[src/rtl/ntm_math_pkg.sv]
////////////////////////////////////////////////////////////
// NTM math package
// Word width, constants and FSM state types shared by the
// scalar, vector and matrix logarithm stages
////////////////////////////////////////////////////////////

`default_nettype none

package ntm_math_pkg;

  //////////////////////////////////////////////////////////
  // Widths and constants
  //////////////////////////////////////////////////////////

  // Width of data, size and modulus words
  localparam int DATA_SIZE = 32;

  // One data word
  typedef logic [DATA_SIZE-1:0] data_t;

  localparam data_t ZERO = '0;
  localparam data_t ONE  = data_t'(1);

  //////////////////////////////////////////////////////////
  // FSM states
  //////////////////////////////////////////////////////////

  // Scalar core states for wait, power loop and result
  typedef enum logic [1:0] {
    SCALAR_IDLE,
    SCALAR_POWER,
    SCALAR_REDUCE
  } scalar_state_t;

  // Vector stage states for row wait, pair capture and core wait
  typedef enum logic [1:0] {
    VECTOR_IDLE,
    VECTOR_INPUT,
    VECTOR_WAIT
  } vector_state_t;

  // Matrix controller
  typedef enum logic [1:0] {
    STARTER_STATE,
    INPUT_I_STATE,
    INPUT_J_STATE,
    ENDER_STATE
  } matrix_state_t;

endpackage

`default_nettype wire

[src/rtl/ntm_matrix_logarithm.sv]
////////////////////////////////////////////////////////////
// Matrix logarithm controller
// Walks an I x J matrix pair by pair through the vector stage
// and streams the results row by row
////////////////////////////////////////////////////////////

`timescale 1ns/10ps
`default_nettype none

module ntm_matrix_logarithm (
  input  wire                  CLK,
  input  wire                  RST,
  input  wire                  START,
  input  wire                  DATA_A_IN_I_ENABLE,
  input  wire                  DATA_A_IN_J_ENABLE,
  input  wire                  DATA_B_IN_I_ENABLE,
  input  wire                  DATA_B_IN_J_ENABLE,
  input  wire ntm_math_pkg::data_t MODULO_IN,
  input  wire ntm_math_pkg::data_t SIZE_I_IN,
  input  wire ntm_math_pkg::data_t SIZE_J_IN,
  input  wire ntm_math_pkg::data_t DATA_A_IN,
  input  wire ntm_math_pkg::data_t DATA_B_IN,
  output logic                 READY,
  output logic                 DATA_OUT_I_ENABLE,
  output logic                 DATA_OUT_J_ENABLE,
  output ntm_math_pkg::data_t  DATA_OUT
);

  import ntm_math_pkg::*;

  //////////////////////////////////////////////////////////
  // Signals
  //////////////////////////////////////////////////////////

  matrix_state_t state;

  // Matrix geometry and modulus, latched on START
  data_t size_i_reg;
  data_t size_j_reg;
  data_t modulo_reg;

  // Row and column of the element in flight
  data_t index_i;
  data_t index_j;
  logic  last_col;
  logic  last_row;

  // Words of the current element already passed on
  logic a_seen;
  logic b_seen;

  // Accepted input strobes for this cycle
  logic a_strobe;
  logic b_strobe;

  // Vector stage
  logic  start_vector;
  logic  ready_vector;
  logic  data_a_in_enable_vector;
  logic  data_b_in_enable_vector;
  logic  data_out_enable_vector;
  data_t data_a_in_vector;
  data_t data_b_in_vector;
  data_t data_out_vector;

  //////////////////////////////////////////////////////////
  // Input routing
  //////////////////////////////////////////////////////////

  // I strobes for column zero, J strobes for the rest
  // Nothing is accepted outside the input states
  always_comb begin
    a_strobe = 1'b0;
    b_strobe = 1'b0;
    case (state)
      INPUT_I_STATE: begin
        a_strobe = DATA_A_IN_I_ENABLE && !a_seen;
        b_strobe = DATA_B_IN_I_ENABLE && !b_seen;
      end
      INPUT_J_STATE: begin
        a_strobe = DATA_A_IN_J_ENABLE && !a_seen;
        b_strobe = DATA_B_IN_J_ENABLE && !b_seen;
      end
      default: begin
        a_strobe = 1'b0;
        b_strobe = 1'b0;
      end
    endcase
  end

  assign last_col = (index_j == size_j_reg - ONE);
  assign last_row = (index_i == size_i_reg - ONE);

  // Configuration and element words
  always_ff @(posedge CLK) begin
    if (state == STARTER_STATE && START) begin
      size_i_reg <= SIZE_I_IN;
      size_j_reg <= SIZE_J_IN;
      modulo_reg <= MODULO_IN;
    end
    if (a_strobe) begin
      data_a_in_vector <= DATA_A_IN;
    end
    if (b_strobe) begin
      data_b_in_vector <= DATA_B_IN;
    end
  end

  //////////////////////////////////////////////////////////
  // Matrix FSM
  //////////////////////////////////////////////////////////

  always_ff @(posedge CLK or posedge RST) begin
    if (RST) begin
      state                   <= STARTER_STATE;
      index_i                 <= ZERO;
      index_j                 <= ZERO;
      a_seen                  <= 1'b0;
      b_seen                  <= 1'b0;
      start_vector            <= 1'b0;
      data_a_in_enable_vector <= 1'b0;
      data_b_in_enable_vector <= 1'b0;
      READY                   <= 1'b0;
      DATA_OUT_I_ENABLE       <= 1'b0;
      DATA_OUT_J_ENABLE       <= 1'b0;
      DATA_OUT                <= ZERO;
    end else begin
      // Strobes last one cycle
      start_vector            <= 1'b0;
      data_a_in_enable_vector <= a_strobe;
      data_b_in_enable_vector <= b_strobe;
      READY                   <= 1'b0;
      DATA_OUT_I_ENABLE       <= 1'b0;
      DATA_OUT_J_ENABLE       <= 1'b0;
      case (state)
        STARTER_STATE: begin
          if (START) begin
            index_i      <= ZERO;
            index_j      <= ZERO;
            start_vector <= 1'b1;
            state        <= INPUT_I_STATE;
          end
        end
        INPUT_I_STATE, INPUT_J_STATE: begin
          // Element done once both words went to the vector stage
          if ((a_seen || a_strobe) && (b_seen || b_strobe)) begin
            a_seen <= 1'b0;
            b_seen <= 1'b0;
            state  <= ENDER_STATE;
          end else begin
            a_seen <= a_seen || a_strobe;
            b_seen <= b_seen || b_strobe;
          end
        end
        ENDER_STATE: begin
          if (data_out_enable_vector) begin
            DATA_OUT          <= data_out_vector;
            DATA_OUT_J_ENABLE <= 1'b1;
            // Vector stage flags the end of its row
            DATA_OUT_I_ENABLE <= ready_vector;
            if (last_col) begin
              index_j <= ZERO;
              if (last_row) begin
                READY <= 1'b1;
                state <= STARTER_STATE;
              end else begin
                index_i      <= index_i + ONE;
                start_vector <= 1'b1;
                state        <= INPUT_I_STATE;
              end
            end else begin
              index_j <= index_j + ONE;
              state   <= INPUT_J_STATE;
            end
          end
        end
        default: begin
          state <= STARTER_STATE;
        end
      endcase
    end
  end

  // Row engine
  ntm_vector_logarithm vector_logarithm (
    .CLK              (CLK),
    .RST              (RST),
    .START            (start_vector),
    .DATA_A_IN_ENABLE (data_a_in_enable_vector),
    .DATA_B_IN_ENABLE (data_b_in_enable_vector),
    .MODULO_IN        (modulo_reg),
    .SIZE_IN          (size_j_reg),
    .DATA_A_IN        (data_a_in_vector),
    .DATA_B_IN        (data_b_in_vector),
    .READY            (ready_vector),
    .DATA_OUT_ENABLE  (data_out_enable_vector),
    .DATA_OUT         (data_out_vector)
  );

endmodule

`default_nettype wire

[src/rtl/ntm_scalar_logarithm.sv]
////////////////////////////////////////////////////////////
// Scalar logarithm core
// floor(log_b(a)) of one pair by repeated multiplication,
// count kept reduced modulo the modulus
////////////////////////////////////////////////////////////

`timescale 1ns/10ps
`default_nettype none

module ntm_scalar_logarithm (
  input  wire                  CLK,
  input  wire                  RST,
  input  wire                  START,
  input  wire ntm_math_pkg::data_t MODULO_IN,
  input  wire ntm_math_pkg::data_t DATA_A_IN,
  input  wire ntm_math_pkg::data_t DATA_B_IN,
  output logic                 READY,
  output ntm_math_pkg::data_t  DATA_OUT
);

  import ntm_math_pkg::*;

  //////////////////////////////////////////////////////////
  // Signals
  //////////////////////////////////////////////////////////

  scalar_state_t state;

  // Operands held for the whole computation
  data_t arg_reg;
  data_t base_reg;
  data_t modulo_reg;

  // Running power b^k and reduced step count
  data_t power_reg;
  data_t count_reg;

  // Next count with modular wrap
  data_t count_inc;
  data_t count_next;
  logic  count_wrap;

  // Double width so b^(k+1) overflow is seen
  logic [2*DATA_SIZE-1:0] product;
  logic                   step_ok;

  // a == 0 or b < 2
  logic degenerate;

  //////////////////////////////////////////////////////////
  // Datapath
  //////////////////////////////////////////////////////////

  assign degenerate = (DATA_A_IN == ZERO) || (DATA_B_IN <= ONE);

  assign product = {ZERO, power_reg} * {ZERO, base_reg};

  // Next power still fits and does not pass the argument
  assign step_ok = (product[2*DATA_SIZE-1:DATA_SIZE] == ZERO) &&
                   (product[DATA_SIZE-1:0] <= arg_reg);

  // Subtract the modulus each time the count reaches it
  // Modulus zero leaves k unreduced
  assign count_inc  = count_reg + ONE;
  assign count_wrap = (modulo_reg != ZERO) && (count_inc >= modulo_reg);
  assign count_next = count_wrap ? (count_inc - modulo_reg) : count_inc;

  // Operand capture on start
  always_ff @(posedge CLK) begin
    if (state == SCALAR_IDLE && START) begin
      arg_reg    <= DATA_A_IN;
      base_reg   <= DATA_B_IN;
      modulo_reg <= MODULO_IN;
    end
  end

  //////////////////////////////////////////////////////////
  // Control FSM
  //////////////////////////////////////////////////////////

  always_ff @(posedge CLK or posedge RST) begin
    if (RST) begin
      state     <= SCALAR_IDLE;
      power_reg <= ZERO;
      count_reg <= ZERO;
      READY     <= 1'b0;
      DATA_OUT  <= ZERO;
    end else begin
      // READY is a single cycle pulse
      READY <= 1'b0;
      case (state)
        SCALAR_IDLE: begin
          if (START) begin
            power_reg <= ONE;
            count_reg <= ZERO;
            // Degenerate pairs skip the power loop with k = 0
            if (degenerate) begin
              state <= SCALAR_REDUCE;
            end else begin
              state <= SCALAR_POWER;
            end
          end
        end
        SCALAR_POWER: begin
          // One multiply per cycle, at most DATA_SIZE-1 steps
          if (step_ok) begin
            power_reg <= product[DATA_SIZE-1:0];
            count_reg <= count_next;
          end else begin
            state <= SCALAR_REDUCE;
          end
        end
        SCALAR_REDUCE: begin
          // Count already below the modulus here
          DATA_OUT <= count_reg;
          READY    <= 1'b1;
          state    <= SCALAR_IDLE;
        end
        default: begin
          state <= SCALAR_IDLE;
        end
      endcase
    end
  end

endmodule

`default_nettype wire

[src/rtl/ntm_vector_logarithm.sv]
////////////////////////////////////////////////////////////
// Vector logarithm stage
// Collects the pairs of one row, runs the scalar core on each
// and streams the results out
////////////////////////////////////////////////////////////

`timescale 1ns/10ps
`default_nettype none

module ntm_vector_logarithm (
  input  wire                  CLK,
  input  wire                  RST,
  input  wire                  START,
  input  wire                  DATA_A_IN_ENABLE,
  input  wire                  DATA_B_IN_ENABLE,
  input  wire ntm_math_pkg::data_t MODULO_IN,
  input  wire ntm_math_pkg::data_t SIZE_IN,
  input  wire ntm_math_pkg::data_t DATA_A_IN,
  input  wire ntm_math_pkg::data_t DATA_B_IN,
  output logic                 READY,
  output logic                 DATA_OUT_ENABLE,
  output ntm_math_pkg::data_t  DATA_OUT
);

  import ntm_math_pkg::*;

  //////////////////////////////////////////////////////////
  // Signals
  //////////////////////////////////////////////////////////

  vector_state_t state;

  // Element index inside the row
  data_t index;

  // Held words of the current element
  data_t data_a_reg;
  data_t data_b_reg;
  logic  a_held;
  logic  b_held;

  // Scalar core
  logic  start_scalar;
  logic  ready_scalar;
  data_t data_out_scalar;

  //////////////////////////////////////////////////////////
  // Element capture
  //////////////////////////////////////////////////////////

  always_ff @(posedge CLK) begin
    if (DATA_A_IN_ENABLE) begin
      data_a_reg <= DATA_A_IN;
    end
    if (DATA_B_IN_ENABLE) begin
      data_b_reg <= DATA_B_IN;
    end
  end

  // Core starts in the first cycle both words are held
  assign start_scalar = (state == VECTOR_INPUT) && a_held && b_held;

  //////////////////////////////////////////////////////////
  // Row FSM
  //////////////////////////////////////////////////////////

  always_ff @(posedge CLK or posedge RST) begin
    if (RST) begin
      state           <= VECTOR_IDLE;
      index           <= ZERO;
      a_held          <= 1'b0;
      b_held          <= 1'b0;
      READY           <= 1'b0;
      DATA_OUT_ENABLE <= 1'b0;
      DATA_OUT        <= ZERO;
    end else begin
      READY           <= 1'b0;
      DATA_OUT_ENABLE <= 1'b0;
      case (state)
        VECTOR_IDLE: begin
          if (START) begin
            index  <= ZERO;
            a_held <= 1'b0;
            b_held <= 1'b0;
            state  <= VECTOR_INPUT;
          end
        end
        VECTOR_INPUT: begin
          if (start_scalar) begin
            a_held <= 1'b0;
            b_held <= 1'b0;
            state  <= VECTOR_WAIT;
          end else begin
            // A and B may come in separate cycles
            if (DATA_A_IN_ENABLE) begin
              a_held <= 1'b1;
            end
            if (DATA_B_IN_ENABLE) begin
              b_held <= 1'b1;
            end
          end
        end
        VECTOR_WAIT: begin
          if (ready_scalar) begin
            DATA_OUT        <= data_out_scalar;
            DATA_OUT_ENABLE <= 1'b1;
            // Last element of the row closes it
            if (index == SIZE_IN - ONE) begin
              READY <= 1'b1;
              state <= VECTOR_IDLE;
            end else begin
              index <= index + ONE;
              state <= VECTOR_INPUT;
            end
          end
        end
        default: begin
          state <= VECTOR_IDLE;
        end
      endcase
    end
  end

  // Arithmetic core
  ntm_scalar_logarithm scalar_logarithm (
    .CLK       (CLK),
    .RST       (RST),
    .START     (start_scalar),
    .MODULO_IN (MODULO_IN),
    .DATA_A_IN (data_a_reg),
    .DATA_B_IN (data_b_reg),
    .READY     (ready_scalar),
    .DATA_OUT  (data_out_scalar)
  );

endmodule

`default_nettype wire

[config.mk]
export PLATFORM = sky130hd
export DESIGN_NAME = ntm_matrix_logarithm
export DESIGN_NICKNAME = d
export VERILOG_FILES = /design/src/rtl/ntm_math_pkg.sv /design/src/rtl/ntm_matrix_logarithm.sv /design/src/rtl/ntm_scalar_logarithm.sv /design/src/rtl/ntm_vector_logarithm.sv
export SDC_FILE = /design/constraint.sdc
export NUM_CORES = 2
export LEC_CHECK = 0
export BUFFER_PORTS_ARGS = -buffer_cell sky130_fd_sc_hd__buf_2
export CAP_MARGIN = 20
export CORE_MARGIN = 5
export CORE_UTILIZATION = 31
export DETAILED_ROUTE_END_ITERATION = 10
export GPL_ROUTABILITY_DRIVEN = 0
export HOLD_SLACK_MARGIN = 0.15
export RECOVER_POWER = 100
export SLEW_MARGIN = 30
export SYNTH_ARGS = -nofsm -noshare
export SYNTH_HDL_FRONTEND = slang
export SYNTH_SLANG_ARGS = --single-unit
[constraint.sdc]
create_clock -name CLK -period 10.71 [get_ports CLK]
set_clock_uncertainty 0.1 [all_clocks]
set_input_delay 1.6065 -clock CLK [delete_from_list [all_inputs] [get_ports CLK]]
set_output_delay 1.6065 -clock CLK [all_outputs]
set_load 0.01 [all_outputs]
==> results.py <==
metrics = {
    "power_and_ir_drop": {
        "p_total_mw": 9.27,
        "max-vdd-ir-drop_uv": 162,
        "power.density_nw_per_um2": 135,
        "leakage_nw": 28.5,
    },
    "global_route": {
        "grt_pass1_wl_mm": 267,
        "grt_pass1_vias": 47000,
        "grt_max_degree": 162,
        "antenna_found_initial": 4,
        "track_usage": 0.159,
        "overflow": 0,
    },
    "yosys": {
        "synthArstFlopShare": 0.462,
        "yosysWarnings": 0,
        "synth_seq_cells": 595,
        "synth_seq_area_share": 0.266,
        "synth_cell_types": 90,
        "synthCells": 6059,
        "yosysTopAreaCellShare": 0.290,
        "yosys.area.top_type": "fa_1",
        "syn_nets": 7460,
        "synth_flop_cell": "edfxtp_1",
        "synth_edf_count": 320,
        "ys_top_cells_by_area": "fa_1, edfxtp_1, dfrtp_1, and2_1, ha_1",
        "postSynthAreaPerCell_um2": 10.2,
        "netlist_area_um2": 62000,
    },
    "critical_path": {
        "endpoint_kind": "register",
        "critPathKind": "reg -> reg",
        "r2r-start": "vector_logarithm.scalar_logarithm.base_reg[11]$_DFFE_PP_",
        "reg2reg_to": "vector_logarithm.scalar_logarithm.count_reg[20]$_DFFE_PP0P_",
        "r2r_setup_slack_ns": 0.30,
        "cp.required_ns": 11.22,
        "path_max_fanout": 15,
        "cp.arrival_ns": 10.93,
        "ff2ff_path_depth": 27,
        "cp-start-kind": "register",
    },
    "timing": {
        "tightest_slew_ns": 5.21,
        "setup_violations": 0,
        "tns_ns": 0,
        "final.min_clock_period_ns": 10.41,
        "rsz0062_at_grt": "false",
        "relSlewSlack": -2.47,
        "hold_violations": 0,
        "worst_slack_ns": 0.298,
        "period_share": 0.972,
        "drv_slew": 580,
        "fmax_mhz": 96.0,
    },
    "route": {
        "routedWlPerCell_um": 19.0,
        "first_pass_iters": 6,
        "drt-total-wl_mm": 168,
        "ant_nets": 0,
        "vias_per_cell": 4.89,
        "routed-via-count": 43400,
        "drcViolationCount": 0,
        "drtIter0Drc": 2665,
    },
    "min_path": {
        "holdPathStages": 0,
        "min_to": "vector_logarithm.data_a_reg[3]$_DFFE_PP_",
        "hp-class": "reg -> reg",
        "min-delay-start": "data_a_in_vector[3]$_DFFE_PP_",
    },
    "outcome": {
        "status": "finished with violations",
        "failed_checks": "capacitance limit, slew limit",
    },
    "cells_and_area": {
        "final_layout_size_suffix_gt1_frac": 0.0820,
        "syn_to_final_growth_pct": 10.4,
        "nNetsFinal": 7564,
    },
    "clocking": {
        "cts.sink_count": 595,
        "cts_buffer_depth": 3,
        "root_buffer": "clkbuf_16",
        "clk_latency_ns": 0.69,
        "cts_hold_buf": 0,
        "cts_tree": "done",
        "h-tree-depth": 2,
        "cts_buffers": 61,
        "clkTransAtPathRegs_ns": 0.07,
    },
    "die": {
        "die_width_um": 457,
        "rows": 164,
        "io_pins": 202,
        "floorplan.initialDensity": 0.311,
        "die_h_um": 457,
        "coreArea_um2": 199000,
        "die_area_um2": 209000,
    },
    "placement": {
        "place_ws_ns": 0.282,
        "hpwl_mm": 138,
        "port_buffers": 201,
    },
    "flow_run": {
        "maxCapViolCount": 12,
    },
}
[worst max-delay path, stage by stage (launching register included)]
cell,delay (ns)
edfxtp_1,0.61
buf_6,0.27
buf_4,0.20
and2_1,0.19
fa_1,0.53
inv_1,0.05
fa_1,0.50
fa_1,0.58
fa_1,0.45
fa_1,0.58
fa_1,0.43
fa_1,0.51
fa_1,0.52
inv_1,0.05
ha_1,0.50
nand4_1,0.13
or3_1,0.42
nor4_1,0.62
o311ai_1,0.47
nand3_1,0.28
mux2i_1,0.12
or4_1,0.54
nor4_1,0.45
nand4_1,0.35
nor2_4,0.25
buf_12,0.19
clkbuf_1,0.24
mux2i_1,0.22
[final cells by class]
type	instances	area, um^2
well taps	2656	3320
clock buffers	72	1680
multi-input cells	4266	41000
flip-flops and latches	595	16500
inverters	900	3380
fillers	20100	131000
clock inverters	44	514
repair buffers	339	2050
diodes	2	5.00
[worst max-delay path by stage]
| stage | endpoint | cells past startpoint | start | slack, ns |
|---|---|---|---|---|
| 4_1_cts | vector_logarithm.scalar_logarithm.count_reg[31]$_DFFE_PP0P_ | 33 | vector_logarithm.scalar_logarithm.base_reg[14]$_DFFE_PP_ | 0.17 |
| 2_1_floorplan | DATA_OUT[0]$_DFFE_PP0P_ | 1 | RST | 1.42 |
| 3_3_place_gp | vector_logarithm.scalar_logarithm.count_reg[15]$_DFFE_PP0P_ | 32 | vector_logarithm.scalar_logarithm.base_reg[14]$_DFFE_PP_ | 0.32 |
| 6_report | vector_logarithm.scalar_logarithm.count_reg[20]$_DFFE_PP0P_ | 27 | vector_logarithm.scalar_logarithm.base_reg[11]$_DFFE_PP_ | 0.30 |
| 3_5_place_dp | vector_logarithm.scalar_logarithm.count_reg[10]$_DFFE_PP0P_ | 33 | vector_logarithm.scalar_logarithm.base_reg[14]$_DFFE_PP_ | 0.28 |
| 5_1_grt | vector_logarithm.scalar_logarithm.count_reg[29]$_DFFE_PP0P_ | 37 | vector_logarithm.scalar_logarithm.base_reg[7]$_DFFE_PP_ | 0.01 |
[layer usage]
layer,up-vias,GRT usage,wire length [um]
met3,300,0.0174,7830
li1,19700,-,-
met2,1199,0.281,83900
met5,-,0,0
met4,0,0.0670,8630
met1,22200,0.198,68000
[stage by stage]
stage	hold slack, ns	std cells	area [um^2]	utilization
6_report	0.318	8874	68500	0.343
3_3_place_gp	0.304	8736	66200	0.332
4_1_cts	0.318	8854	68500	0.343
2_1_floorplan	0.300	6059	62000	-
5_1_grt	0.317	8872	68500	0.343
3_5_place_dp	0.305	8738	66300	0.332
[cell usage in the layout (no fill, tap or decap), drive strengths merged, types with 105 or more instances in the layout]
master,count
inv,908
fa,897
and2,683
nand2,624
ha,337
edfxtp,320
dfrtp,275
buf,240
nor2,188
clkbuf,171
a21oi,170
xnor2,146
o21ai,133
mux2,105
[synthesized netlist by cell type, drive strengths merged (61+ instances only)]
| master | number |
|---|---|
| inv | 900 |
| fa | 897 |
| and2 | 683 |
| nand2 | 624 |
| ha | 337 |
| edfxtp | 320 |
| dfrtp | 275 |
| clkbuf | 274 |
| nor2 | 188 |
| a21oi | 170 |
| xnor2 | 146 |
| o21ai | 133 |
| mux2 | 105 |
| xor2 | 99 |
| nand4 | 97 |
| nor3 | 77 |
| mux2i | 74 |
| nand3 | 71 |
| nor4 | 66 |
| or3 | 61 |
[power breakdown]
| group | total, mW | internal [mW] | leakage [nW] | switching (mW) |
|---|---|---|---|---|
| clock | 2.29 | 1.28 | 1.06 | 1.02 |
| combinational | 3.89 | 1.48 | 20.7 | 2.41 |
| sequential | 3.09 | 2.80 | 6.72 | 0.283 |
| total | 9.27 | 5.55 | 28.5 | 3.72 |
[repair_timing]
action	CTS	global route
buffers inserted	0	14
endpoints found under the hold margin	0	0
setup endpoints to repair	0	64
gates resized for setup	0	17
[logic make-up after synthesis]
kind of cell    share of synthesized area
compound gates                     0.0577
buf+inv                            0.0731
xor+xnor                           0.0434
simple gates                        0.171
flops                               0.266
fa+ha+maj                           0.357
mux                                0.0310
(Power assumes the default switching activity.)
